[config.mk]
export PLATFORM = sky130hd
export DESIGN_NAME = decodeStage
export DESIGN_NICKNAME = d
export VERILOG_FILES = /design/src/hw/isaPkg.sv /design/src/hw/pipePkg.sv /design/src/hw/decodeStage.sv
export VERILOG_INCLUDE_DIRS = /design/src /design/src/include
export SDC_FILE = /design/constraint.sdc
export NUM_CORES = 1
export LEC_CHECK = 0
export BUFFER_PORTS_ARGS = -buffer_cell sky130_fd_sc_hd__buf_4
export CORE_AREA = 2 2 113 115
export DETAILED_ROUTE_END_ITERATION = 12
export DIE_AREA = 0 0 115 117
export SYNTH_ARGS = -nofsm -noshare
export SYNTH_HDL_FRONTEND = slang
export SYNTH_SLANG_ARGS = --single-unit
[constraint.sdc]
create_clock -name vclk -period 2.7
set_clock_uncertainty 0.15 [all_clocks]
set_input_delay 0.54 -clock vclk [all_inputs]
set_output_delay 0.54 -clock vclk [all_outputs]
set_load 0.02 [all_outputs]
[src/include/core_params.svh]
`ifndef CORE_PARAMS_SVH
`define CORE_PARAMS_SVH

`define CORE_XLEN  32             // data and address width
`define IMEM_DEPTH 256            // instruction words in the store
`define RESET_PC   32'h0000_0000  // first fetch address

`endif

[src/hw/isaPkg.sv]
package isaPkg;

    typedef enum logic [6:0] {
        opcOp     = 7'b0110011,  // reg-reg alu
        opcOpImm  = 7'b0010011,  // reg-imm alu
        opcBranch = 7'b1100011,  // conditional branches
        opcJal    = 7'b1101111   // jump and link
    } opcodeT;

    typedef enum logic [2:0] {
        aluAdd,
        aluSub,
        aluAnd,
        aluOr,
        aluSll,
        aluSlt  // signed compare
    } aluOpT;

    typedef enum logic [1:0] {
        immNone,  // no immediate used
        immI,
        immB,
        immJ
    } immFmtT;

    typedef enum logic [1:0] {
        brNone,
        brBeq,
        brBlt,
        brJal  // always taken
    } branchKindT;

    typedef logic [4:0] regIdxT;

    localparam logic [2:0] f3AddSub = 3'b000;  // add, sub, addi
    localparam logic [2:0] f3Sll    = 3'b001;
    localparam logic [2:0] f3Slt    = 3'b010;
    localparam logic [2:0] f3Or     = 3'b110;
    localparam logic [2:0] f3And    = 3'b111;
    localparam logic [2:0] f3Beq    = 3'b000;
    localparam logic [2:0] f3Blt    = 3'b100;

    localparam logic [6:0] f7Base   = 7'b0000000;
    localparam logic [6:0] f7Alt    = 7'b0100000;  // sub

endpackage

[src/hw/pipePkg.sv]
`include "core_params.svh"

package pipePkg;

    localparam int ImemAddrW = $clog2(`IMEM_DEPTH);  // word address bits

    typedef struct packed {
        logic [`CORE_XLEN-1:0] pc;
        logic [31:0]           instruction;
    } fetchDecodeT;  // 64 bits

    typedef struct packed {
        logic [`CORE_XLEN-1:0] pc;
        isaPkg::regIdxT        rs1;
        isaPkg::regIdxT        rs2;
        logic [`CORE_XLEN-1:0] rs1Value;   // read in decode, may be stale
        logic [`CORE_XLEN-1:0] rs2Value;
        logic [`CORE_XLEN-1:0] immediate;  // already sign extended
        isaPkg::aluOpT         aluOp;
        logic                  useImm;     // alu b from immediate
        isaPkg::branchKindT    branchKind;
        isaPkg::regIdxT        rd;         // zero when no write
        logic                  writeEn;
    } decodeExecT;

    typedef struct packed {
        logic [`CORE_XLEN-1:0] pc;
        isaPkg::regIdxT        rd;
        logic                  writeEn;
        logic [`CORE_XLEN-1:0] value;
    } execResultT;  // also the forwarding record

    typedef struct packed {
        logic                  taken;
        logic [`CORE_XLEN-1:0] target;
    } redirectT;

    typedef struct packed {
        logic [`CORE_XLEN-1:0] pc;
        isaPkg::regIdxT        rd;  // 0 when nothing written
        logic [`CORE_XLEN-1:0] value;
    } retireT;

    typedef struct packed {
        logic                 writeEn;
        logic [ImemAddrW-1:0] addr;  // word address
        logic [31:0]          data;
    } progLoadT;

endpackage

[src/hw/decodeStage.sv]
`timescale 1ns/10ps
`include "core_params.svh"

module decodeStage (
    input  pipePkg::fetchDecodeT  fd,
    output isaPkg::regIdxT        rs1,
    output isaPkg::regIdxT        rs2,
    input  logic [`CORE_XLEN-1:0] rs1Value,
    input  logic [`CORE_XLEN-1:0] rs2Value,
    output pipePkg::decodeExecT   de
);
    import isaPkg::*;
    import pipePkg::*;

    logic [31:0]           instr;
    opcodeT                opcode;
    logic [2:0]            funct3;
    logic [6:0]            funct7;
    regIdxT                rd;
    logic [`CORE_XLEN-1:0] immIVal;
    logic [`CORE_XLEN-1:0] immBVal;
    logic [`CORE_XLEN-1:0] immJVal;
    immFmtT                immFmt;
    aluOpT                 aluOp;
    branchKindT            branchKind;
    logic                  useImm;
    logic                  writesRd;  // encoding writes rd, before x0 check

    assign instr  = fd.instruction;
    assign opcode = opcodeT'(instr[6:0]);  // unknown codes fall to default
    assign funct3 = instr[14:12];
    assign funct7 = instr[31:25];
    assign rd     = instr[11:7];
    assign rs1    = instr[19:15];  // read every cycle, unused ones are harmless
    assign rs2    = instr[24:20];

    // sign extended immediates
    assign immIVal = {{(`CORE_XLEN-12){instr[31]}}, instr[31:20]};
    assign immBVal = {{(`CORE_XLEN-13){instr[31]}}, instr[31], instr[7],
                      instr[30:25], instr[11:8], 1'b0};
    assign immJVal = {{(`CORE_XLEN-21){instr[31]}}, instr[31], instr[19:12],
                      instr[20], instr[30:21], 1'b0};

    always_comb begin
        aluOp      = aluAdd;  // defaults give a no-op
        useImm     = 1'b0;
        branchKind = brNone;
        writesRd   = 1'b0;
        immFmt     = immNone;
        case (opcode)
            opcOpImm: begin
                immFmt   = immI;
                useImm   = 1'b1;
                writesRd = 1'b1;
                case (funct3)
                    f3AddSub: aluOp = aluAdd;  // addi
                    f3Slt:    aluOp = aluSlt;  // slti
                    f3And:    aluOp = aluAnd;  // andi
                    f3Sll: begin
                        aluOp    = aluSll;  // slli, shamt in imm[4:0]
                        writesRd = (funct7 == f7Base);
                    end
                    default:  writesRd = 1'b0;  // ori, xori, shifts right
                endcase
            end
            opcOp: begin
                writesRd = 1'b1;
                case ({funct7, funct3})
                    {f7Base, f3AddSub}: aluOp = aluAdd;
                    {f7Alt,  f3AddSub}: aluOp = aluSub;
                    {f7Base, f3And}:    aluOp = aluAnd;
                    {f7Base, f3Or}:     aluOp = aluOr;
                    {f7Base, f3Sll}:    aluOp = aluSll;
                    {f7Base, f3Slt}:    aluOp = aluSlt;
                    default:            writesRd = 1'b0;
                endcase
            end
            opcBranch: begin
                immFmt = immB;
                case (funct3)
                    f3Beq:   branchKind = brBeq;
                    f3Blt:   branchKind = brBlt;
                    default: branchKind = brNone;  // bne, bge... no-op
                endcase
            end
            opcJal: begin
                immFmt     = immJ;
                branchKind = brJal;
                writesRd   = 1'b1;  // link value
            end
            default: ;  // unsupported, retires as no-op
        endcase
    end

    always_comb begin
        de.pc         = fd.pc;
        de.rs1        = rs1;
        de.rs2        = rs2;
        de.rs1Value   = rs1Value;
        de.rs2Value   = rs2Value;
        case (immFmt)
            immI:    de.immediate = immIVal;
            immB:    de.immediate = immBVal;
            immJ:    de.immediate = immJVal;
            default: de.immediate = '0;
        endcase
        de.aluOp      = aluOp;
        de.useImm     = useImm;
        de.branchKind = branchKind;
        de.writeEn    = writesRd && (rd != '0);  // x0 never written
        de.rd         = de.writeEn ? rd : '0;
    end

endmodule

==> impl_metrics.tcl <==
set metrics [dict create \
    drive_gt1_share_pct 65.7 \
    p_sw_mw 0.0834 \
    drt_iter0_drc 39 \
    synth_top_area_share_pct 63.9 \
    worst_pin_slew_ns 0.427 \
    period_share_pct 113 \
    min_path_cells 0 \
    wirelength_mm 6.07 \
    power_density_mw_per_mm2 96.3 \
    layout_min_cycle_time_ns 3.04 \
    grtUsageTotal_pct 7.98 \
    swShare_pct 50.7 \
    synthCells 216 \
    fin_ws_ns -0.342 \
    hold_path_class "input pin to primary output" \
    endpoint_kind "primary output" \
    synth_fp_nets 344 \
    syn_area_per_cell_um2 6.96 \
    critPathKind "input pin to primary output" \
    die-area_mm2 0.0135 \
    gp_congestion 0.764 \
    total_power_mw 0.165 \
    fin_cells 351 \
    critPathArrivalTime_ns 2.35 \
    crit_path_start_kind "input pin" \
    finalHoldWorstSlack_ns 0.930 \
    areaGrowthSynthToFinish_pct 13.6 \
    grt_pass1_vias 1190 \
    leakage_nw 0.880 \
    hold_violations 0 \
    n_sequential_cell 0 \
    yosysTopAreaCell "buf_4" \
    whs_endpoint "de[149]" \
    grt_overflow_total 0 \
    wl_per_cell_um 17.3 \
    dr.pass1.iters 4 \
    max_cap_violations 0 \
    cp.required_ns 2.01 \
    yosys-top-cells-area "buf_4 (64%), a21o_1 (4.0%), and2_1 (3.3%)" \
    fin_nets 331 \
    antenna_cells 0 \
    regArea_um2 0 \
    ir_drop_uv 18.3 \
    worst-path-max-fanout 6 \
    post_drt_via_cell_ratio 3.66 \
    pwr-share-comb_pct 100.0 \
    setup_viol 7 \
    violations "negative setup slack" \
    io_pins 288 \
    syn_area_mm2 0.00150 \
    yosysUniqueCellTypes 36 \
    drc 0 \
    antenna_found_initial 0 \
    dp.cells 351 \
    holdCritStartpoint "fd[63]" \
    rsz0062_at_grt "true" \
    hold_buffers 0 \
    vias 1285 \
    die_h_um 117 \
    power.internal_mw 0.0811 \
    io_buffers 96 \
    grt_pass1_wl_mm 8.02 \
    fmaxAchievable_mhz 329 \
    pwr-share-seq_pct 0 \
    start_util_pct 12.2 \
    clock_power_share_pct 0 \
    clkbuf_count 0 \
    num_rows 41 \
    drtAntennaViolNets 0 \
    dp_hpwl_mm 5.52 \
    ys_seq_area_share_pct 0 \
    core_mm2 0.0123 \
    die_w_um 115 \
    yosysWarnings 0 \
    outcome "finished, violations left" \
    grt_start_max_net_pins 13 \
    final_max_slew_viol_count 0 \
    maxSlewHeadroom_pct 71.5 \
]
worst max path at each step:
| stage | cells after the start | start | slack [ns] | to |
|---|---|---|---|---|
| floorplan | 5 | fd[26] | -0.16 | de[0] |
| global placement | 7 | fd[26] | -0.40 | de[1] |
| detailed placement | 7 | fd[26] | -0.43 | de[1] |
| CTS | 7 | fd[28] | -0.37 | de[2] |
| global route | 6 | fd[28] | -0.38 | de[1] |
| finish | 6 | fd[28] | -0.34 | de[1] |
kinds of logic after synthesis:
group,count (synthesis),share of synthesized area [%]
buf+inv,141,67.2
xor+xnor,2,1.16
compound gates,32,15.2
simple gates,41,16.4
synth_stat cells (2+ instances only):
master	count
clkbuf_1	5
and3_1	2
nor2_1	4
inv_1	6
nand3_1	3
and2_1	8
a21o_1	8
xnor2_1	2
nand2_1	6
buf_4	128
or3_1	2
a31oi_1	6
o22ai_1	2
a22o_1	4
nand4_1	3
and3b_1	2
nor4_1	3
o21ai_1	4
worst max-delay path: stages:
cell and delay (ns):
buf_6 0.09, or4_4 0.54, or3_1 0.32, or4_4 0.51, a31oi_4 0.21, buf_6 0.14
power by group through the flow:
stage	logic [mW]	clock network, mW	registers (mW)
after detailed placement	0.163	0	0
final	0.165	0	0
after floorplan	0.287	0	0
after global placement	0.161	0	0
after CTS	0.165	0	0
after global routing	0.177	0	0
metal layers:
metal | vias to the layer above | share of wire, % | GRT usage, %
li1 | 565 | - | -
met1 | 561 | 30 | 7.47
met2 | 129 | 52 | 15.3
met3 | 30 | 16 | 4.02
met4 | 0 | 2.6 | 2.25
met5 | - | 0 | 0
placed cells by master (no fill, tap or decap), drive strengths merged, types with 2 or more instances in the layout:
master    n
o21ai     5
or4       2
nor4      3
nand3     3
nor2      4
buf     119
xnor2     2
and3b     2
and2      8
nand4     3
o22ai     2
a31oi     6
nand2     6
inv       7
and3      2
a22o      4
or3       2
a21o      8
repair_timing:
item / in CTS / in global routing
resized for setup: 9 / 3
endpoints found under the setup margin: 19 / 19
pin swaps: 3 / 4
buffers inserted: 0 / 1
through the flow:
| step | setup slack (ns) | TNS [ns] | util (%) | cell area (µm²) |
|---|---|---|---|---|
| 2_1_floorplan | -0.161 | -0.955 | - | 1560 |
| 5_1_grt | -0.384 | -2.34 | 13.9 | 1710 |
| 6_report | -0.342 | -2.05 | 13.9 | 1710 |
| 4_1_cts | -0.371 | -2.33 | 13.8 | 1700 |
| 3_5_place_dp | -0.434 | -2.58 | 13.5 | 1660 |
| 3_3_place_gp | -0.397 | -2.40 | 13.5 | 1660 |
layout make-up:
| type | instances | area (µm²) |
|---|---|---|
| fill | 1404 | 10600 |
| inverter | 7 | 26.3 |
| multi-input combinational | 75 | 571 |
| tap | 150 | 188 |
| timing repair buffer | 119 | 925 |
No activity file was read; power rests on OpenSTA's default activity.
