==> config.mk <==
export PLATFORM = sky130hd
export DESIGN_NAME = stageReg
export DESIGN_NICKNAME = d
export VERILOG_FILES = /design/src/hw/isaPkg.sv /design/src/hw/pipePkg.sv /design/src/hw/stageReg.sv
export VERILOG_INCLUDE_DIRS = /design/src /design/src/include
export SDC_FILE = /design/constraint.sdc
export NUM_CORES = 1
export LEC_CHECK = 0
export BUFFER_PORTS_ARGS = -buffer_cell sky130_fd_sc_hd__buf_2
export CAP_MARGIN = 30
export CORE_MARGIN = 3
export CORE_UTILIZATION = 33
export DETAILED_ROUTE_END_ITERATION = 8
export GPL_TIMING_DRIVEN = 0
export PLACE_DENSITY = 0.82
export SLEW_MARGIN = 15
export SYNTH_ARGS = -nofsm -noshare
export SYNTH_HDL_FRONTEND = slang
export SYNTH_SLANG_ARGS = --single-unit
==> constraint.sdc <==
create_clock -name clk -period 0.8 [get_ports clk]
set_input_delay 0.04 -clock clk [delete_from_list [all_inputs] [get_ports clk]]
set_output_delay 0.04 -clock clk [all_outputs]
set_load 0.03 [all_outputs]
==> src/include/core_params.svh <==
`ifndef CORE_PARAMS_SVH
`define CORE_PARAMS_SVH

`define CORE_XLEN  32             // data and address width
`define IMEM_DEPTH 256            // instruction words in the store
`define RESET_PC   32'h0000_0000  // first fetch address

`endif

==> src/hw/isaPkg.sv <==
package isaPkg;

    typedef enum logic [6:0] {
        opcOp     = 7'b0110011,  // reg-reg alu
        opcOpImm  = 7'b0010011,  // reg-imm alu
        opcBranch = 7'b1100011,  // conditional branches
        opcJal    = 7'b1101111   // jump and link
    } opcodeT;

    typedef enum logic [2:0] {
        aluAdd,
        aluSub,
        aluAnd,
        aluOr,
        aluSll,
        aluSlt  // signed compare
    } aluOpT;

    typedef enum logic [1:0] {
        immNone,  // no immediate used
        immI,
        immB,
        immJ
    } immFmtT;

    typedef enum logic [1:0] {
        brNone,
        brBeq,
        brBlt,
        brJal  // always taken
    } branchKindT;

    typedef logic [4:0] regIdxT;

    localparam logic [2:0] f3AddSub = 3'b000;  // add, sub, addi
    localparam logic [2:0] f3Sll    = 3'b001;
    localparam logic [2:0] f3Slt    = 3'b010;
    localparam logic [2:0] f3Or     = 3'b110;
    localparam logic [2:0] f3And    = 3'b111;
    localparam logic [2:0] f3Beq    = 3'b000;
    localparam logic [2:0] f3Blt    = 3'b100;

    localparam logic [6:0] f7Base   = 7'b0000000;
    localparam logic [6:0] f7Alt    = 7'b0100000;  // sub

endpackage

==> src/hw/pipePkg.sv <==
`include "core_params.svh"

package pipePkg;

    localparam int ImemAddrW = $clog2(`IMEM_DEPTH);  // word address bits

    typedef struct packed {
        logic [`CORE_XLEN-1:0] pc;
        logic [31:0]           instruction;
    } fetchDecodeT;  // 64 bits

    typedef struct packed {
        logic [`CORE_XLEN-1:0] pc;
        isaPkg::regIdxT        rs1;
        isaPkg::regIdxT        rs2;
        logic [`CORE_XLEN-1:0] rs1Value;   // read in decode, may be stale
        logic [`CORE_XLEN-1:0] rs2Value;
        logic [`CORE_XLEN-1:0] immediate;  // already sign extended
        isaPkg::aluOpT         aluOp;
        logic                  useImm;     // alu b from immediate
        isaPkg::branchKindT    branchKind;
        isaPkg::regIdxT        rd;         // zero when no write
        logic                  writeEn;
    } decodeExecT;

    typedef struct packed {
        logic [`CORE_XLEN-1:0] pc;
        isaPkg::regIdxT        rd;
        logic                  writeEn;
        logic [`CORE_XLEN-1:0] value;
    } execResultT;  // also the forwarding record

    typedef struct packed {
        logic                  taken;
        logic [`CORE_XLEN-1:0] target;
    } redirectT;

    typedef struct packed {
        logic [`CORE_XLEN-1:0] pc;
        isaPkg::regIdxT        rd;  // 0 when nothing written
        logic [`CORE_XLEN-1:0] value;
    } retireT;

    typedef struct packed {
        logic                 writeEn;
        logic [ImemAddrW-1:0] addr;  // word address
        logic [31:0]          data;
    } progLoadT;

endpackage

==> src/hw/stageReg.sv <==
`timescale 1ns/10ps

module stageReg #(
    parameter type payloadT = pipePkg::fetchDecodeT
) (
    input  logic    clk,
    input  logic    rstN,
    input  logic    flush,     // squash what is captured this edge
    input  logic    inValid,
    input  payloadT inData,
    output logic    outValid,
    output payloadT outData
);
    import pipePkg::*;

    always_ff @(posedge clk) begin
        if (!rstN || flush) begin
            outValid <= 1'b0;  // bubble
        end else begin
            outValid <= inValid;
        end
    end

    always_ff @(posedge clk) begin
        outData <= inData;  // payload moves every cycle, valid qualifies it
    end

endmodule

==> results.txt, run 1 <==
* Leakage power: 1.584 nW
- Number of instances in the synthesized netlist: 66
* Aggregate routed wire length: 5621 um
- WL per Instance: 17.03 um
- Slowest stage cell, crit path: dfxtp_2
- Along the worst hold path, the cell count comes to 2.
* Hold Path Class: input port to flip-flop
* Top achievable clock speed: 1181 MHz
* Max_slew headroom: 93.25%
- Of all flip-flops after synthesis, the portion carrying an async set or reset was 0%.
- Setup-failing EPs final: 65
- For hold timing, the worst endpoint is outData[54]$_DFF_P_.
* Cell family contributing the most delay on the critical path: flip-flops
* Multiplexer share of the synthesized area: 0%
- Final HPWL from detailed placement: 2604 um
- After floorplanning, the core was divided into 22 placement rows.
* Floorplan die width: 69.01 um
- The most used flip-flop cell after synthesis is dfxtp_1.
- After layout, the worst setup slack is -46.53 ps.
- Startpoint kind of the worst setup timing path: flip-flop
- Simple-Gate Fraction of Synth Area: 0.6686%
* Core outline area: 0.003744 sq mm
- Count of boundary I/O pins: 133
- Synthesized-area fraction occupied by ao, oa, aoi and oai cells: 0%
* Cell type with the highest aggregate area in the netlist: dfxtp_1
* Post-synthesis share of cell area spent on xor and xnor gates: 0%
* Worst endpoint required time: 760 ps
- Violations in the final reports: setup timing
* DRC violations left: 0
- Post-route minimum period: 846.5 ps
* First-pass GRT wire length: 8680 um
* Largest family of logic cells by synthesized area: simple AND/OR/NAND/NOR gates
* Pin count of the biggest net entering global routing: 12
- Yosys mapped a number of flops with a built-in enable equal to 0.
* Utilization of the core after routing: 90.11%
- The routed design uses 502 um of met3 wire.
- Number of detailed-routing iterations run before antenna repair: 4
- Pin slew with the least headroom to its limit: 101.2 ps
- Signal routing reaches up to met4.
- Number of nets with antenna violations after detailed routing: 0
- Ranking of synthesized cells by instance count: dfxtp_1, and3b_1
* Syn_area_per_cell: 19.85 sq um
* Max IR drop VDD: 2.117 mV
- Sequential cells were found to cover 99.33% of the synthesized design area.
- Area share of the largest cell type after synthesis: 99.33%
* CP Capture Type: output port
- The worst setup path is of the flip-flop to output port kind.
* Max Cap Violations: 0
- The synthesized netlist contains 2 unique library cells.
* Area growth, synth to finish: 157.5%
- Final hold vios: 0
- After detailed routing, the number of vias per cell comes to 4.124.
- Initial cell density of the core: 34.99%
- Via count of the first global-routing pass: 1,611
- Summed over all failing endpoints, the final setup total negative slack is -1268 ps.
- Counting every net in the synthesized netlist gives 134.
- The Yosys step of the flow raised 0 warnings.
- The die covers 0.004762 sq mm.
* Congestion Overflow GR: 0
- Yosys reg bits: 65
- The critical path goes through buf_6.
- The flow ran to the end, but the final reports show violations.
- Slew Limit Fails: 0
- Of the total synthesized cell area, the portion taken by full adders, half adders and majority gates is 0%.
* Worst setup slack after placement: 256.4 ps
- Clock transition at path regs: 70 ps
- Final worst hold slack: 336.5 ps
* Global placement routability congestion: 0.6918
- Metal1 wirelength: 1895 um
- In this run the worst path has a maximum fanout of 1.
* Clock tree root driver cell: clkbuf_8
* NumNets Final: 344
- Power after layout: 7.231 mW
* Iteration-0 DRC count of the detailed router: 46
- Most instantiated library cell after synthesis: dfxtp_1
- Number of sinks handled by clock tree synthesis: 65
- Buffer depth of the longest clock path: 2
* RSZ-0062 raised after global routing: true
- By area the synthesized netlist is led by dfxtp_1, and3b_1.
- Buffers on Ports: 132
* Clock buffers created by TritonCTS: 9
* Routed wire length on met2: 3116 um
- The clock tree synthesis step divided the H-tree into 3 levels.
* Arrival time reported for the critical path endpoint: 810 ps
- Total standard cell area after synthesis: 0.001310 sq mm
- In the global route stage, overall resource usage came out at 24.81%.
- In this run the power density over the cells is 2144 mW/mm^2.
- Largest stage delay, worst path: 350 ps
- Period utilisation layout: 105.8%
- The number of antenna violations at the first check in global routing came to 1.
- The die is 69.01 um tall.
* Buf/Inv on CP: 1
* Overall via count from detail_route: 1,361
* Launch point of the worst hold path: inData[54]
- CTS tree: done
- Of the cells placed in the final design, the portion with a size suffix greater than 1 is 75.80%.
## logic make-up (layout without fill, tap and decap cells)
family / count (synthesis) / in the layout
AND/OR/NAND/NOR: 1 / 1
buffers and inverters: 0 / 215
other: 0 / 1
flip-flops: 65 / 65
## registers in the layout, summed over array words and instances, names as in the netlist
name      count
outData      64
outValid      1
## layer usage
layer / vias to the layer above / track usage (%)
met1: 632 / 22.87
li1: 623 / -
met5: - / 0
met2: 95 / 46.61
met4: 0 / 11.93
met3: 11 / 9.767
## power breakdown
part	total (mW)	switching [mW]	internal, mW
logic	1.18	0.536	0.644
registers	3.54	0.0907	3.45
clock network	2.52	1.24	1.28
## timing repair
action	CTS	global route
setup buffers	0	0
endpoints found under the setup margin	65	65
resized for setup	195	0
endpoints found under the hold margin	65	0
hold buffers	67	0
## layout by cell type (no fill, tap or decap)
master,synthesis,final
dfxtp_2,0,65
and3b_1,1,1
dlygate4sd3_1,0,67
clkbuf_8,0,11
buf_2,0,67
clkinvlp_4,0,2
clkinv_2,0,3
diode_2,0,1
buf_6,0,65
## worst max-delay path by stage
stage,start,end,slack [ps],cells past startpoint
after floorplan,outData[0]$_DFF_P_,outData[0],300,0
after global placement,outData[8]$_DFF_P_,outData[8],270,1
after detailed placement,outData[31]$_DFF_P_,outData[31],260,1
after CTS,outData[31]$_DFF_P_,outData[31],-40,1
after global routing,outData[63]$_DFF_P_,outData[63],-70,1
final,outData[63]$_DFF_P_,outData[63],-50,1
## area by class of cell
type / count / area, sq um
Sequential cell: 65 / 1383
Clock buffer: 11 / 151.4
Antenna cell: 1 / 2.502
Fill cell: 159 / 370.4
Timing Repair Buffer: 199 / 1738
Tap cell: 48 / 60.06
Clock inverter: 5 / 30.03
Multi-Input combinational cell: 1 / 8.758
## through the flow
step,cells,cell area (sq um)
4_1_cts,329,3371
6_report,330,3373
2_1_floorplan,66,1310
3_5_place_dp,246,2031
5_1_grt,330,3373
3_3_place_gp,246,2031
(Power assumes the default switching activity.)
==> inputs of run 2 (changes only) <==
--- a/config.mk
+++ b/config.mk
@@ -13,6 +13,7 @@
 export DETAILED_ROUTE_END_ITERATION = 8
 export GPL_TIMING_DRIVEN = 0
 export PLACE_DENSITY = 0.82
+export SKIP_CTS_REPAIR_TIMING = 1
 export SLEW_MARGIN = 15
 export SYNTH_ARGS = -nofsm -noshare
 export SYNTH_HDL_FRONTEND = slang
==> run 2 against run 1 <==
Against the previous run: the run still ends with setup timing left; power is 0.31% lower; final area is essentially flat; largest cell class unchanged; maximum frequency rose by 1.7%; critical path depth unchanged; non-clock buffer count is the same; utilization down 0.067 points; clock power about the same; count of clock-buffer cells in the layout unchanged; global-route usage decreased by 11 points; setup slack better by 14 ps.
==> results.txt, run 2 (same netlist as run 1, synthesis figures left out) <==
- Outcome: finished with violations
- The checks that failed: setup timing.
* CP Capture Type: output port
- # H-tree levels: 3
* Leakage power: 1.584 nW
- Final worst hold slack: 341.7 ps
- Initial cell density of the core: 34.99%
* Clock tree root driver cell: clkbuf_8
- Hold Path Class: input port to flip-flop
* Post-route non-filler standard cell count: 329
- 133 I/O pins were placed.
* Worst hold path depth: 2
- Row generation in the floorplan step produced 22 rows.
- Clock buffers created by TritonCTS: 9
* Die height: 69.01 um
* Critical Path Fanout Max: 1
- Walking the worst path, the cells encountered are buf_6.
* Slowest stage cell, crit path: dfxtp_2
- The path with the worst hold slack has its endpoint at outData[54]$_DFF_P_.
- Number of nets with antenna violations after detailed routing: 0
- The floorplan step defined a die boundary enclosing 0.004762 sq mm.
* Launch point of the worst hold path: inData[54]
* Utilization of the core after routing: 90.04%
- Setup violations remaining at the end of the flow were counted as 65.
- In the final layout, the registers with the most flip-flops are outData x64, outValid x1.
* Number of flip-flops under the largest register name: 64
* CTS tree: done
- Data arrives at the worst endpoint at 790 ps.
- The number of placed instances, taps included, is 246.
* Setup ws final: -32.15 ps
- Power after layout: 7.208 mW
* RSZ-0062 raised after global routing: true
- Largest stage delay, worst path: 340 ps
* Buf/Inv on CP: 1
- The floorplan step set the die width to 69.01 um.
- After layout, the worst path uses 104.0% of the clock period.
- Diodes inserted: 0
- After detailed routing, the number of remaining DRC violations is 0.
* Register name with the most flops: outData
* Core outline area: 0.003744 sq mm
- The net count of the finished layout is 344.
* Pin count of the biggest net entering global routing: 12
- WL per Instance: 16.65 um
- In the global route stage, overall resource usage came out at 13.72%.
- Slew Limit Fails: 0
* Launching element of the worst setup path: outData[33]$_DFF_P_
- Final hold vios: 0
* Layout cell share with drive strength beyond 1: 75.80%
- Vias per inst: 4.100
- For the worst setup path, the data required time is 760 ps.
- Aggregate routed wire length: 5479 um
- TNS Setup: -1103 ps
- Max IR drop VDD: 1.798 mV
- Summed over all layers, the global routing overflow is 0.
* Buffers on Ports: 132
- The area growth from synthesis to layout is 157.3%.
- STA classifies the critical path startpoint as a flip-flop.
* Buffer depth of the longest clock path: 2
- The setup path with the least slack is of type flip-flop to output port.
- Final HPWL from detailed placement: 2604 um
* Clock transition at path regs: 70 ps
- The first TritonRoute pass finished after 4 iterations.
* Global placement routability congestion: 0.6918
- Post-route minimum period: 832.2 ps
- Commonest cells after routing, fill and taps aside: dlygate4sd3_1, buf_2, dfxtp_2, buf_6, clkbuf_8
* Cell family contributing the most delay on the critical path: flip-flops
- Number of sinks handled by clock tree synthesis: 65
* Post-route cell area: 0.003371 sq mm
- The via count of the first global-routing pass was 1,031.
- Max_slew headroom: 93.26%
* Max Cap Violations: 0
- Pwr Density: 2138 mW/mm^2
* Cell area after placement: 0.002031 sq mm
* Iteration-0 DRC count of the detailed router: 76
- First-pass GRT wire length: 4795 um
- OpenSTA, run right after detailed placement, puts the worst setup slack at 256.4 ps.
- Antenna violations before repair: 0
- Pin slew with the least headroom to its limit: 101.1 ps
- Top achievable clock speed: 1202 MHz
- Number of inserted filler cells in the final layout: 158
* Overall via count from detail_route: 1,349
-- run 2: changes by cell type in the layout (fill, tap and decap cells not counted) --
cell     delta
diode_2     -1
-- run 2: how the worst max path moves through the flow --
stage	end	slack [ps]	depth (start not counted)
after floorplan	outData[0]	300	0
after global placement	outData[8]	270	1
after detailed placement	outData[31]	260	1
after CTS	outData[31]	-100	1
after global routing	outData[33]	-70	1
final	outData[33]	-30	1
-- run 2: final cells by class --
cell class	count	area, sq um	area share [%]
clock buffer	11	151.4	4.491
clock inverter	5	30.03	0.8909
multi-input combinational	1	8.758	0.2598
sequential	65	1383	41.02
tap	48	60.06	1.782
timing repair buffer	199	1738	51.56
-- run 2: per-layer routing --
| metal | up-vias | track usage, % | wire (um) |
|---|---|---|---|
| li1 | 622 | - | - |
| met1 | 618 | 12.99 | 1945 |
| met2 | 95 | 21.40 | 2934 |
| met3 | 14 | 9.184 | 445 |
| met4 | 0 | 9.111 | 153 |
| met5 | - | 0 | 0 |
-- run 2: where the power goes --
part	total [mW]	switching, mW	leakage (nW)	internal [mW]
combinational	1.18	0.535	0.944	0.644
sequential	3.53	0.0879	0.549	3.45
clock	2.50	1.22	0.0911	1.28
==> inputs of run 3 (changes only) <==
--- a/config.mk
+++ b/config.mk
@@ -12,7 +12,7 @@
 export CORE_UTILIZATION = 33
 export DETAILED_ROUTE_END_ITERATION = 8
 export GPL_TIMING_DRIVEN = 0
-export PLACE_DENSITY = 0.82
+export PLACE_DENSITY = 0.8
 export SKIP_CTS_REPAIR_TIMING = 1
 export SLEW_MARGIN = 15
 export SYNTH_ARGS = -nofsm -noshare
==> run 3 against run 2 <==
Against the previous run: the run still ends with setup timing left; utilization decreased by 0.33 points; setup slack gained 5.2 ps; critical path depth unchanged; first-iteration DRC count decreased by 39%; non-clock buffer count did not move; via count shrank 1.1%; cell count is 0.61% lower; hold slack gained 17 ps; sequential cell count unchanged; sequential power hardly changed; power is 1.5% lower; highest routed layer unchanged.
==> results.txt, run 3 (same netlist as run 1, synthesis figures left out) <==
- Clock transition at path regs: 70 ps
- Setup-failing EPs final: 41
* CP Capture Type: output port
* Die height: 69.01 um
* Largest stage delay, worst path: 340 ps
* Number of flip-flops under the largest register name: 64
- Pin slew with the least headroom to its limit: 111.2 ps
* Metal1 wirelength: 2115 um
- In this run the number of cells on the critical path is 1.
- Startpoint kind of the worst setup timing path: flip-flop
* Setup ws final: -26.98 ps
- In this run the worst hold path is classified as input port to flip-flop.
* Worst hold path depth: 2
- Pwr Density: 2114 mW/mm^2
- Final worst hold slack: 359.1 ps
- Overall via count from detail_route: 1,334
* Buffers on Ports: 132
- Timing analysis after detailed placement gives a worst setup slack of 256.2 ps.
* Post-route non-filler standard cell count: 327
- Buf/Inv on CP: 1
* Sequence of cells on the critical path: buf_6
- Slew Limit Fails: 0
- Once the floorplan was initialized, standard cells occupied 34.99% of the core.
* Clock tree root driver cell: clkbuf_8
- Congestion Overflow GR: 0
- Critical Path Fanout Max: 1
* Count of boundary I/O pins: 133
* Number of detailed-routing iterations run before antenna repair: 4
- The worst setup path is of the flip-flop to output port kind.
- The first global-routing pass estimated 5030 um of wire.
- Number of nets with antenna violations after detailed routing: 0
- Pin count of the biggest net entering global routing: 11
- Grouping stages by cell kind, the critical path spends the most delay in flip-flops.
- Overall track demand over capacity in global routing: 14.39%
* Layout cell share with drive strength beyond 1: 75.63%
- The floorplan step set the die width to 69.01 um.
* Period utilisation layout: 103.4%
- Based on the critical path, the design can be clocked at up to 1209 MHz.
- WL per Instance: 18.47 um
- For this design, the sink count on the clock tree is 65.
* CTS tree: done
- On the critical path, the stage with the largest delay is an instance of dfxtp_2.
- The final layout contains routed wiring with a total length of 6040 um.
- VDD sags by at most 2.200 mV.
* Worst endpoint required time: 760 ps
* Violations in the final reports: setup timing
- Met3 wire length: 509 um
- The highest metal layer carrying signal wires in the routed design is met4.
- Largest registers: outData x64, outValid x1
- The number of antenna diodes in the final layout is 0.
- Iteration-0 DRC count of the detailed router: 46
- Commonest cells after routing, fill and taps aside: dlygate4sd3_1, buf_2, dfxtp_2, buf_6, clkbuf_8
* Global placement routability congestion: 0.6939
- Arrival time reported for the critical path endpoint: 790 ps
- RSZ-0062 raised after global routing: true
- In this run the deepest clock path goes through 2 buffers.
* Final hold vios: 0
- Headroom to the max-slew limit came out at 92.56%.
- Row count: 22
- Via count of the first global-routing pass: 1,103
* Max Cap Violations: 0
- The run finished, with violations left.
- After layout, the minimum clock period comes to 827.0 ps.
- After legalization and detailed placement, the total HPWL measured 2625 um.
- In this run the number of H-tree levels came out at 3.
- NumNets Final: 344
* Total instance count after detailed placement: 246
- Area growth, synth to finish: 156.4%
* Die area: 0.004762 sq mm
- Wire segments on met2 add up to 3265 um in the final route.
- In this run the standard cell core region covers 0.003744 sq mm.
- Antenna violations before repair: 0
- Clock buffers created by TritonCTS: 9
* Leakage power: 1.580 nW
* DRC violations left: 0
- Register name with the most flops: outData
- Vias per inst: 4.080
-- run 3: cell types whose count changed in the layout (fill, tap and decap cells not counted), sizes merged --
cell,previous run,this run
clkinvlp,2,1
clkinv,3,2
-- run 3: metal layers --
metal  vias to the layer above  track usage (%)
li1                        620                -
met1                       611            15.21
met4                         0            9.111
met3                        12            7.434
met5                         -                0
met2                        91            22.46
-- run 3: path summary, 6_finish.rpt --
check / start / endpoint / slack [ps]
hold / removal: inData[17] / outData[17]$_DFF_P_ / 360
setup / recovery: outData[30]$_DFF_P_ / outData[30] / -30
-- run 3: area by class of cell --
type | instances | area, sq um
clock buffers | 11 | 151.4
well taps | 48 | 60.06
fillers | 161 | 385.4
repair buffers | 199 | 1738
flip-flops and latches | 65 | 1383
clock inverters | 3 | 17.52
multi-input cells | 1 | 8.758
-- run 3: stage by stage --
stage,TNS (ps),power (mW),utilization (%),area [sq um]
floorplan,0,3.885,-,1310
global placement,0,4.199,54.24,2031
detailed placement,0,4.216,54.24,2031
CTS,-4717,6.541,58.76,2200
global route,-2033,7.318,89.71,3358
finish,-349.6,7.100,89.71,3358
-- run 3: where the power goes --
group | switching [mW] | internal [mW] | total (mW)
Clock | 1.12 | 1.25 | 2.37
Combinational | 0.549 | 0.645 | 1.19
Sequential | 0.0922 | 3.45 | 3.54
Total | 1.76 | 5.34 | 7.10
