==> config.mk <==
export PLATFORM = sky130hd
export DESIGN_NAME = executeStage
export DESIGN_NICKNAME = d
export VERILOG_FILES = /design/src/hw/isaPkg.sv /design/src/hw/pipePkg.sv /design/src/hw/executeStage.sv
export VERILOG_INCLUDE_DIRS = /design/src /design/src/include
export SDC_FILE = /design/constraint.sdc
export NUM_CORES = 1
export LEC_CHECK = 0
export ABC_AREA = 1
export BUFFER_PORTS_ARGS = -buffer_cell sky130_fd_sc_hd__buf_2
export CAP_MARGIN = 20
export CORE_ASPECT_RATIO = 0.5
export CORE_MARGIN = 2
export CORE_UTILIZATION = 45
export DETAILED_ROUTE_END_ITERATION = 7
export PLACE_DENSITY_LB_ADDON = 0.05
export SYNTH_ARGS = -nofsm -noshare
export SYNTH_HDL_FRONTEND = slang
export SYNTH_SLANG_ARGS = --single-unit
==> constraint.sdc <==
create_clock -name vclk -period 4.7
set_input_delay 0.235 -clock vclk [all_inputs]
set_output_delay 0.235 -clock vclk [all_outputs]
set_load 0.05 [all_outputs]
==> src/include/core_params.svh <==
`ifndef CORE_PARAMS_SVH
`define CORE_PARAMS_SVH

`define CORE_XLEN  32             // data and address width
`define IMEM_DEPTH 256            // instruction words in the store
`define RESET_PC   32'h0000_0000  // first fetch address

`endif

==> src/hw/isaPkg.sv <==
package isaPkg;

    typedef enum logic [6:0] {
        opcOp     = 7'b0110011,  // reg-reg alu
        opcOpImm  = 7'b0010011,  // reg-imm alu
        opcBranch = 7'b1100011,  // conditional branches
        opcJal    = 7'b1101111   // jump and link
    } opcodeT;

    typedef enum logic [2:0] {
        aluAdd,
        aluSub,
        aluAnd,
        aluOr,
        aluSll,
        aluSlt  // signed compare
    } aluOpT;

    typedef enum logic [1:0] {
        immNone,  // no immediate used
        immI,
        immB,
        immJ
    } immFmtT;

    typedef enum logic [1:0] {
        brNone,
        brBeq,
        brBlt,
        brJal  // always taken
    } branchKindT;

    typedef logic [4:0] regIdxT;

    localparam logic [2:0] f3AddSub = 3'b000;  // add, sub, addi
    localparam logic [2:0] f3Sll    = 3'b001;
    localparam logic [2:0] f3Slt    = 3'b010;
    localparam logic [2:0] f3Or     = 3'b110;
    localparam logic [2:0] f3And    = 3'b111;
    localparam logic [2:0] f3Beq    = 3'b000;
    localparam logic [2:0] f3Blt    = 3'b100;

    localparam logic [6:0] f7Base   = 7'b0000000;
    localparam logic [6:0] f7Alt    = 7'b0100000;  // sub

endpackage

==> src/hw/pipePkg.sv <==
`include "core_params.svh"

package pipePkg;

    localparam int ImemAddrW = $clog2(`IMEM_DEPTH);  // word address bits

    typedef struct packed {
        logic [`CORE_XLEN-1:0] pc;
        logic [31:0]           instruction;
    } fetchDecodeT;  // 64 bits

    typedef struct packed {
        logic [`CORE_XLEN-1:0] pc;
        isaPkg::regIdxT        rs1;
        isaPkg::regIdxT        rs2;
        logic [`CORE_XLEN-1:0] rs1Value;   // read in decode, may be stale
        logic [`CORE_XLEN-1:0] rs2Value;
        logic [`CORE_XLEN-1:0] immediate;  // already sign extended
        isaPkg::aluOpT         aluOp;
        logic                  useImm;     // alu b from immediate
        isaPkg::branchKindT    branchKind;
        isaPkg::regIdxT        rd;         // zero when no write
        logic                  writeEn;
    } decodeExecT;

    typedef struct packed {
        logic [`CORE_XLEN-1:0] pc;
        isaPkg::regIdxT        rd;
        logic                  writeEn;
        logic [`CORE_XLEN-1:0] value;
    } execResultT;  // also the forwarding record

    typedef struct packed {
        logic                  taken;
        logic [`CORE_XLEN-1:0] target;
    } redirectT;

    typedef struct packed {
        logic [`CORE_XLEN-1:0] pc;
        isaPkg::regIdxT        rd;  // 0 when nothing written
        logic [`CORE_XLEN-1:0] value;
    } retireT;

    typedef struct packed {
        logic                 writeEn;
        logic [ImemAddrW-1:0] addr;  // word address
        logic [31:0]          data;
    } progLoadT;

endpackage

==> src/hw/executeStage.sv <==
`timescale 1ns/10ps
`include "core_params.svh"

module executeStage (
    input  logic                deValid,
    input  pipePkg::decodeExecT de,
    input  pipePkg::execResultT fwd,
    input  logic                fwdValid,
    output logic                erValid,
    output pipePkg::execResultT er,
    output pipePkg::redirectT   redirect
);
    import isaPkg::*;
    import pipePkg::*;

    logic                  fwdHit;  // result stage holds a usable write
    logic [`CORE_XLEN-1:0] opA;
    logic [`CORE_XLEN-1:0] opB;
    logic [`CORE_XLEN-1:0] aluB;
    logic [`CORE_XLEN-1:0] aluRes;
    logic                  taken;

    assign fwdHit = fwdValid && fwd.writeEn && (fwd.rd != '0);

    // bypass the older instruction in result stage
    assign opA  = (fwdHit && fwd.rd == de.rs1) ? fwd.value : de.rs1Value;
    assign opB  = (fwdHit && fwd.rd == de.rs2) ? fwd.value : de.rs2Value;
    assign aluB = de.useImm ? de.immediate : opB;

    always_comb begin
        case (de.aluOp)
            aluAdd:  aluRes = opA + aluB;
            aluSub:  aluRes = opA - aluB;
            aluAnd:  aluRes = opA & aluB;
            aluOr:   aluRes = opA | aluB;
            aluSll:  aluRes = opA << aluB[4:0];  // 5-bit shamt
            aluSlt:  aluRes = {{(`CORE_XLEN-1){1'b0}}, $signed(opA) < $signed(aluB)};
            default: aluRes = '0;
        endcase
    end

    always_comb begin
        case (de.branchKind)
            brBeq:   taken = (opA == opB);
            brBlt:   taken = ($signed(opA) < $signed(opB));
            brJal:   taken = 1'b1;
            default: taken = 1'b0;
        endcase
    end

    assign redirect.taken  = deValid && taken;  // bubbles never redirect
    assign redirect.target = de.pc + de.immediate;

    assign erValid    = deValid;
    assign er.pc      = de.pc;
    assign er.rd      = de.rd;
    assign er.writeEn = de.writeEn;
    assign er.value   = (de.branchKind == brJal) ? de.pc + `CORE_XLEN'd4 : aluRes;

endmodule

==> results of run 1 <==
-- metal layers --
metal | GRT usage | wire length, um
met1 | 0.591 | 25800
met2 | 0.542 | 21900
met3 | 0.216 | 11000
met4 | 0.0502 | 834
met5 | 0.0313 | 180
-- cells in the mapped netlist (15+ instances only) --
cell type,n,share of area
inv_1,277,0.088
mux2i_1,26,0.022
nor3_1,34,0.014
o21ai_0,137,0.058
ha_1,167,0.18
o21a_1,15,0.0095
buf_4,42,0.027
nand3_1,286,0.12
o21ai_1,25,0.011
a21oi_1,194,0.082
buf_2,28,0.012
clkbuf_1,38,0.012
nand2_1,501,0.16
xor2_1,32,0.024
nand4_1,18,0.0095
nor2_1,206,0.065
-- stage by stage --
step | area, um2 | TNS (ps) | utilization
finish | 15000 | 0 | 0.587
global route | 15000 | -9.80 | 0.587
CTS | 14700 | 0 | 0.575
detailed placement | 14700 | -13.6 | 0.575
global placement | 14700 | 0 | 0.575
floorplan | 11800 | 0 | -
-- worst paths after layout --
kind,from,to,slack (ps),cells past startpoint
worst min-delay path,de[5],er[37],470,0
worst max-delay path,fwd[33],er[13],140,24
-- cells by family after synthesis --
| logic type | count (synthesis) | synth area share |
|---|---|---|
| AOI/OAI and AO/OA | 466 | 0.225 |
| muxes | 26 | 0.0220 |
| adders and majority gates | 170 | 0.182 |
| and+or+nand+nor | 1084 | 0.393 |
| xor gates and xnor gates | 46 | 0.0341 |
| buffers and inverters | 393 | 0.144 |
-- power groups by stage --
stage	logic (W)	registers (W)	clock network, W
6_report	0.00263	0	0
5_1_grt	0.00280	0	0
4_1_cts	0.00248	0	0
3_5_place_dp	0.00247	0	0
3_3_place_gp	0.00246	0	0
2_1_floorplan	0.00157	0	0
-- final cells by class --
| cell class | instances | share of cell area |
|---|---|---|
| repair buffers | 502 | 0.208 |
| well taps | 344 | 0.0288 |
| multi-input cells | 1792 | 0.693 |
| inverters | 280 | 0.0702 |
-- timing repair --
item	in CTS	in global routing
setup endpoints to repair	1	23
gates resized for setup	1	93
pin swaps	0	12
buffers inserted	0	5
==> reports/results.txt, run 1 <==
Status = completed
Detailed-route DRC error count = 0
FF+latch area = 0 um2
First-pass DRT Iterations = 8
Critical path class = in2out
Final wirelength = 59700 um
IO Pins = 326
Seq pwr share = 0
Routed len/inst = 20.4 um
Core ar. = 25500 um2
Minimum clock period = 4560 ps
Final Max Tran Viols = 0
Actual slew at the worst max-slew pin = 1200 ps
Rows = 41
Initial core utilization = 0.463
P&R area growth vs syn = 26.7%
Fmax = 0.220 GHz
Family with the most delay on the worst path = simple AND/OR/NAND/NOR gates
PortBufs = 282
Crit path required time = 4470 ps
Hold Slack = 470 ps
Via-to-Cell Ratio = 5.74
Final setup margin = 145 ps
Diode count = 0
Sequential-to-total area share from yosys stat = 0
HPWL Detailed = 51400 um
Synthesized area per cell = 5.41 um2
Vias in the first global route = 14709
Finished Layout Cells = 2918
Switch Pwr = 0.00179 W
Final period util = 0.969
Nature of the critical path endpoint = output pin
First-pass GRT wire length = 86200 um
Critical Path AT = 4320 ps
WP buf/inv = 6
Fin. Hold Viols = 0
Hold Buf Count CTS = 0
Sw frac = 0.682
PwrDens = 176 nW/um2
DIE HEIGHT = 119 um
Crit Path Max Fanout = 11
Nets = 2968
Commonest non-fill, non-tap cell in the layout = nand2_1
Antenna Nets Post-Route = 0
Synthesized Nets = 2577
Combinational share of power = 1.000
Max cap viols = 0
CP max stage delay = 310 ps
Startpoint Class = input port
GP Congestion = 1.03
Cell Count Post-Placement = 2913
Clk_buf instances = 0
Most frequent cells in the layout = 494 x nand2_1, 277 x nand3_1, 276 x inv_1
CP cell instances = buf_2 -> xnor2_1 -> nand3_1 -> nor2_4 -> nand2_8 -> buf_4 -> nand2_1 -> o21ai_2 -> o21ai_4 -> ha_1 -> buf_4 -> nor2_1 -> nand2_1 -> nor4_2 -> buf_4 -> a21oi_1 -> o21bai_1 -> buf_4 -> a21oi_1 -> o21ai_1 -> nand4_1 -> nand2_2 -> nand2_1 -> buf_2
Share of cells above drive strength 1 = 0.234
Synthesized cell area = 11800 um2
Cells after synthesis = 2185
Multi-input gate area = 10400 um2
FFs & Latches = 0
Setup-failing EPs final = 0
Fill cells = 2828
Die ar. = 27600 um2
Place WS = -13.6 ps
Overflow left after global routing = 0
Netlist cell types = 54
Largest net degree at the start of global routing = 44
CP max stage cell = ha_1
Hold Path Class = in2out
Initial antenna violation count = 2
Internal power = 0.000835 W
CP dominant cell by count = buf_4
Overall power = 0.00263 W
Initial drt markers = 2018
Total Routing Usage GR = 0.413
Max-slew headroom = 0.201
Vias = 16757
P_leak = 8.32 nW
Clk pwr share = 0
YS warnings = 0
Die Wd = 233 um
Peak supply drop = 0.190 mV
Note: power is estimated with default switching activity, not from simulation.
==> inputs of run 2 (changes only) <==
--- a/config.mk
+++ b/config.mk
@@ -9,7 +9,7 @@
 export ABC_AREA = 1
 export BUFFER_PORTS_ARGS = -buffer_cell sky130_fd_sc_hd__buf_2
 export CAP_MARGIN = 20
-export CORE_ASPECT_RATIO = 0.5
+export CORE_ASPECT_RATIO = 1.25
 export CORE_MARGIN = 2
 export CORE_UTILIZATION = 45
 export DETAILED_ROUTE_END_ITERATION = 7
==> run 2 against run 1 <==
Effect of this change: worst setup slack improved by 20 ps; routed wire length down 8.8%; total power shrank 12%; combinational power fell by 12%; critical path type unchanged; largest cell class unchanged.
==> reports/results.txt, run 2 (synthesis results as in run 1) <==
GP Congestion = 1.05 (+1.9%)
Nets = 2823 (-4.9%)
Overall power = 0.00232 W (-12%)
Hold Buf Count CTS = 0 (unchanged)
FFs & Latches = 0 (unchanged)
TNS Setup = 0 ps (unchanged)
Minimum clock period = 4530 ps (-20.3 ps)
Antenna Nets Post-Route = 0 (unchanged)
DIE HEIGHT = 185 um (+56%)
Core ar. = 25900 um2 (+1.7%)
Startpoint Class = input port
Initial antenna violation count = 3 (+1)
Clk pwr share = 0 (unchanged)
Via-to-Cell Ratio = 5.74 (about the same)
Fill cells = 2888 (+2.1%)
Combinational share of power = 1.000 (about the same)
Commonest non-fill, non-tap cell in the layout = nand2_1
Hold Path Class = in2out
IO Pins = 326 (unchanged)
First-pass GRT wire length = 81500 um (-5.5%)
Final Max Tran Viols = 0 (unchanged)
Final wirelength = 54400 um (-8.8%)
Clk_buf instances = 0 (unchanged)
HPWL Detailed = 46800 um (-8.9%)
Sw frac = 0.711 (+0.0286)
Rows = 66 (+61%)
Actual slew at the worst max-slew pin = 883 ps (-314 ps)
P_leak = 7.57 nW (-9.0%)
Setup-failing EPs final = 0 (unchanged)
Internal power = 0.000671 W (-20%)
Initial core utilization = 0.456 (-0.00776)
Fin. Hold Viols = 0 (unchanged)
Routed len/inst = 19.6 um (-3.9%)
Final period util = 0.965 (-0.00431)
Overflow left after global routing = 0 (unchanged)
Crit Path Max Fanout = 19 (+8)
Placed cell area = 13600 um2 (-7.3%)
Vias = 15910 (-5.1%)
PortBufs = 282 (unchanged)
Seq pwr share = 0 (unchanged)
Status = completed
Crit path required time = 4470 ps (about the same)
Critical Path AT = 4300 ps (-20 ps)
Detailed-route DRC error count = 0 (unchanged)
Final setup margin = 165 ps (+20.3 ps)
Max-slew headroom = 0.411 (+0.209)
FF+latch area = 0 um2 (unchanged)
P&R area growth vs syn = 15.7%
Initial drt markers = 1337 (-34%)
Peak supply drop = 0.177 mV (-7.0%)
Nature of the critical path endpoint = output pin
Total Routing Usage GR = 0.379 (-0.0331)
Vias in the first global route = 14820 (+0.75%)
Design area = 13700 um2 (-8.7%)
Max cap viols = 0 (unchanged)
Switch Pwr = 0.00165 W (-8.0%)
Fmax = 0.221 GHz (+0.45%)
First-pass DRT Iterations = 6 (-2)
Die ar. = 27600 um2 (-0.26%)
Most frequent cells in the layout = 501 x nand2_1, 286 x nand3_1, 281 x buf_2
Place WS = 8.48 ps (+22.0 ps)
Share of cells above drive strength 1 = 0.171 (-0.0634)
Largest net degree at the start of global routing = 46 (+4.5%)
Die Wd = 149 um (-36%)
PwrDens = 170 nW/um2 (-3.3%)
Critical path class = in2out
## run 2: cell count changes in the layout (fill, tap and decap cells not counted), sizes merged
| cell | before | now |
|---|---|---|
| clkbuf | 8 | 1 |
| diode | 0 | 1 |
| buf | 494 | 356 |
## run 2: worst paths after layout
kind | startpoint | endpoint | slack [ps] | depth (start not counted)
setup / recovery | fwd[33] | er[27] | 170 | 20
hold / removal | de[5] | er[37] | 470 | 0
## run 2: cell type report
class	count	area, um2	share of cell area
antenna	1	2.50	0.000183
tap	340	425	0.0311
multi-input combinational	1792	10200	0.745
inverter	280	1050	0.0769
timing repair buffer	357	2000	0.146
## run 2: metrics by stage
step | hold slack [ps] | cells | util
after floorplan | 637 | 2185 | -
after global placement | 470 | 2768 | 0.524
after detailed placement | 470 | 2768 | 0.524
after CTS | 470 | 2768 | 0.525
after global routing | 470 | 2770 | 0.527
final | 470 | 2770 | 0.527
## run 2: power by group through the flow
stage / registers [W] / clock network (W) / logic, W
finish: 0 / 0.0000000000284 / 0.00232
global route: 0 / 0.0000000000284 / 0.00250
CTS: 0 / 0 / 0.00226
detailed placement: 0 / 0 / 0.00225
global placement: 0 / 0 / 0.00223
floorplan: 0 / 0 / 0.00157
## run 2: metal layers
layer / vias up / share of wire / GRT usage
li1: 7776 / - / -
met3: 109 / 0.090 / 0.0414
met4: 4 / 0.039 / 0.123
met1: 7242 / 0.41 / 0.501
met5: - / 0.00053 / 0
met2: 779 / 0.46 / 0.643
## run 2: what timing repair did
item	in CTS	in global routing
setup endpoints to repair	2	21
resized for setup	1	29
setup buffers	0	1
pin swaps	0	1
## run 2: critical path: stages
cell,delay (ps)
buf_2,130
xnor2_1,150
nand3_1,130
nor2_4,200
nand2_8,160
buf_12,200
mux2i_1,180
o21ai_0,480
ha_2,440
nor2_1,120
inv_1,80
nor2_1,180
inv_1,100
o311ai_0,520
or2_2,200
nand3_1,50
o21ai_0,150
o21ai_1,170
nand2_1,110
buf_2,280
==> inputs of run 3 (changes only) <==
--- a/config.mk
+++ b/config.mk
@@ -11,7 +11,7 @@
 export CAP_MARGIN = 20
 export CORE_ASPECT_RATIO = 1.25
 export CORE_MARGIN = 2
-export CORE_UTILIZATION = 45
+export CORE_UTILIZATION = 39
 export DETAILED_ROUTE_END_ITERATION = 7
 export PLACE_DENSITY_LB_ADDON = 0.05
 export SYNTH_ARGS = -nofsm -noshare
==> run 3 against run 2 <==
Effect of this change: total power grew 0.32%; combinational power is essentially flat; worst setup slack gained 54 ps; critical endpoint is now er[19]; largest cell class unchanged; largest power group unchanged.
==> reports/results.txt, run 3 (synthesis results as in run 1) <==
Critical path class = in2out
Multi-input gate area = 10200 um2 (+0.16%)
Setup repair after global routing missed its margin = true
FFs & Latches = 0 (unchanged)
CP dominant cell by count = nand2_1
Initial drt markers = 1258 (-5.9%)
Peak supply drop = 0.132 mV (-26%)
IO Pins = 326 (unchanged)
Final wirelength = 57300 um (+5.3%)
Detailed-route DRC error count = 0 (unchanged)
Overflow left after global routing = 0 (unchanged)
Hold Path Class = in2out
Rows = 71 (+7.6%)
Clk_buf instances = 0 (unchanged)
Crit. Startpoint = fwd[36]
P_leak = 7.61 nW (+0.46%)
CP max stage delay = 570 ps (+50 ps)
PortBufs = 282 (unchanged)
WP buf/inv = 5 (unchanged)
Crit Path Max Fanout = 10 (-9)
Vias = 15841 (-0.43%)
FF+latch area = 0 um2 (unchanged)
Cell Count Post-Placement = 2831 (+2.3%)
Initial antenna violation count = 7 (+4)
HPWL Detailed = 49700 um (+6.1%)
Die Wd = 160 um (+7.2%)
Status = completed
P&R area growth vs syn = 16.9%
Place WS = 135 ps (+126 ps)
Vias in the first global route = 15286 (+3.1%)
Final period util = 0.953 (-0.0114)
Family with the most delay on the worst path = simple AND/OR/NAND/NOR gates
Hold Slack = 470 ps (-0.00400 ps)
Setup bufs post-CTS = 0 (unchanged)
GP Congestion = 0.987 (-6.1%)
Most frequent cells in the layout = 501 x nand2_1, 286 x nand3_1, 282 x buf_2
Fin. Hold Viols = 0 (unchanged)
Minimum clock period = 4480 ps (-53.5 ps)
Fmax = 0.223 GHz (+1.2%)
CP cell instances = buf_2 -> inv_2 -> nand2_1 -> nand2_1 -> nand3_1 -> nor2_4 -> nand2_4 -> mux2i_1 -> o21ai_0 -> ha_1 -> buf_4 -> a21oi_1 -> nand2_1 -> inv_1 -> nand3_1 -> nand3_1 -> nand2_1 -> a21boi_1 -> nor2_1 -> o21ai_0 -> nand2_1 -> nand2_1 -> nand2_1 -> buf_2
Die ar. = 31700 um2 (+15%)
First-pass GRT wire length = 85400 um (+4.9%)
First-pass DRT Iterations = 7 (+1)
Total Routing Usage GR = 0.345 (-0.0344)
Overall power = 0.00233 W (+0.32%)
Routed len/inst = 20.2 um (+2.8%)
Fill cells = 3470 (+20%)
Final setup margin = 219 ps (+53.5 ps)
Max cap viols = 0 (unchanged)
Largest net degree at the start of global routing = 43 (-6.5%)
Finished Layout Cells = 2837 (+2.4%)
Antenna Nets Post-Route = 0 (unchanged)
Setup-failing EPs final = 0 (unchanged)
CP max stage cell = o21ai_0
Startpoint Class = input port
Max-slew headroom = 0.358 (-0.0523)
Actual slew at the worst max-slew pin = 955 ps (+72.1 ps)
Commonest non-fill, non-tap cell in the layout = nand2_1
Via-to-Cell Ratio = 5.58 (-2.8%)
Nets = 2824 (+0.035%)
Final Max Tran Viols = 0 (unchanged)
Nature of the critical path endpoint = output pin
Critical Path AT = 4250 ps (-50 ps)
Core ar. = 29900 um2 (+15%)
Critical Path End = er[19]
PwrDens = 169 nW/um2 (-0.66%)
Share of cells above drive strength 1 = 0.174 (+0.00363)
DIE HEIGHT = 199 um (+7.3%)
TNS Setup = 0 ps (unchanged)
CP Depth = 24 (+20%)
Initial core utilization = 0.395 (-0.0610)
Crit path required time = 4470 ps (about the same)
run 3: changes by cell type in the layout (fill, tap and decap cells not counted), moves of 2 or more:
cell,delta
diode_2,+5
nand2_4,+2
ha_2,+2
buf_12,+2
run 3: area by class of cell:
type / count / share of cell area
diodes: 6 / 0.00109
multi-input cells: 1792 / 0.739
inverters: 280 / 0.0761
repair buffers: 358 / 0.147
well taps: 401 / 0.0363
run 3: worst min-delay path by stage:
stage          depth (start not counted)       to  startpoint
3_5_place_dp                           0   er[33]       de[1]
6_report                               0   er[35]       de[3]
5_1_grt                                0   er[35]       de[3]
3_3_place_gp                           0   er[33]       de[1]
4_1_cts                                0   er[33]       de[1]
2_1_floorplan                          1  erValid     deValid
run 3: power breakdown:
group	internal [W]	leakage, nW	total [W]	switching [W]
registers	0	0	0	0
clock network	0.000000000171	0.0000380	0.000000000171	0
logic	0.000670	7.61	0.00233	0.00166
total	0.000670	7.61	0.00233	0.00166
run 3: routing by layer:
metal,track usage,wire length (um),share of wire,vias to the layer above
met5,0,37,0.00065,-
met3,0.0369,4210,0.073,105
met1,0.446,24400,0.43,7257
met2,0.609,26700,0.47,700
met4,0.0936,2020,0.035,6
li1,-,-,-,7773
run 3: what timing repair did:
action,CTS,global route
resized for setup,0,38
hold buffers,0,0
setup endpoints to repair,0,16
run 3: stage by stage:
stage	instance area, um2	utilization
4_1_cts	13700	0.458
2_1_floorplan	11800	-
5_1_grt	13800	0.461
3_3_place_gp	13700	0.458
6_report	13800	0.461
3_5_place_dp	13700	0.458
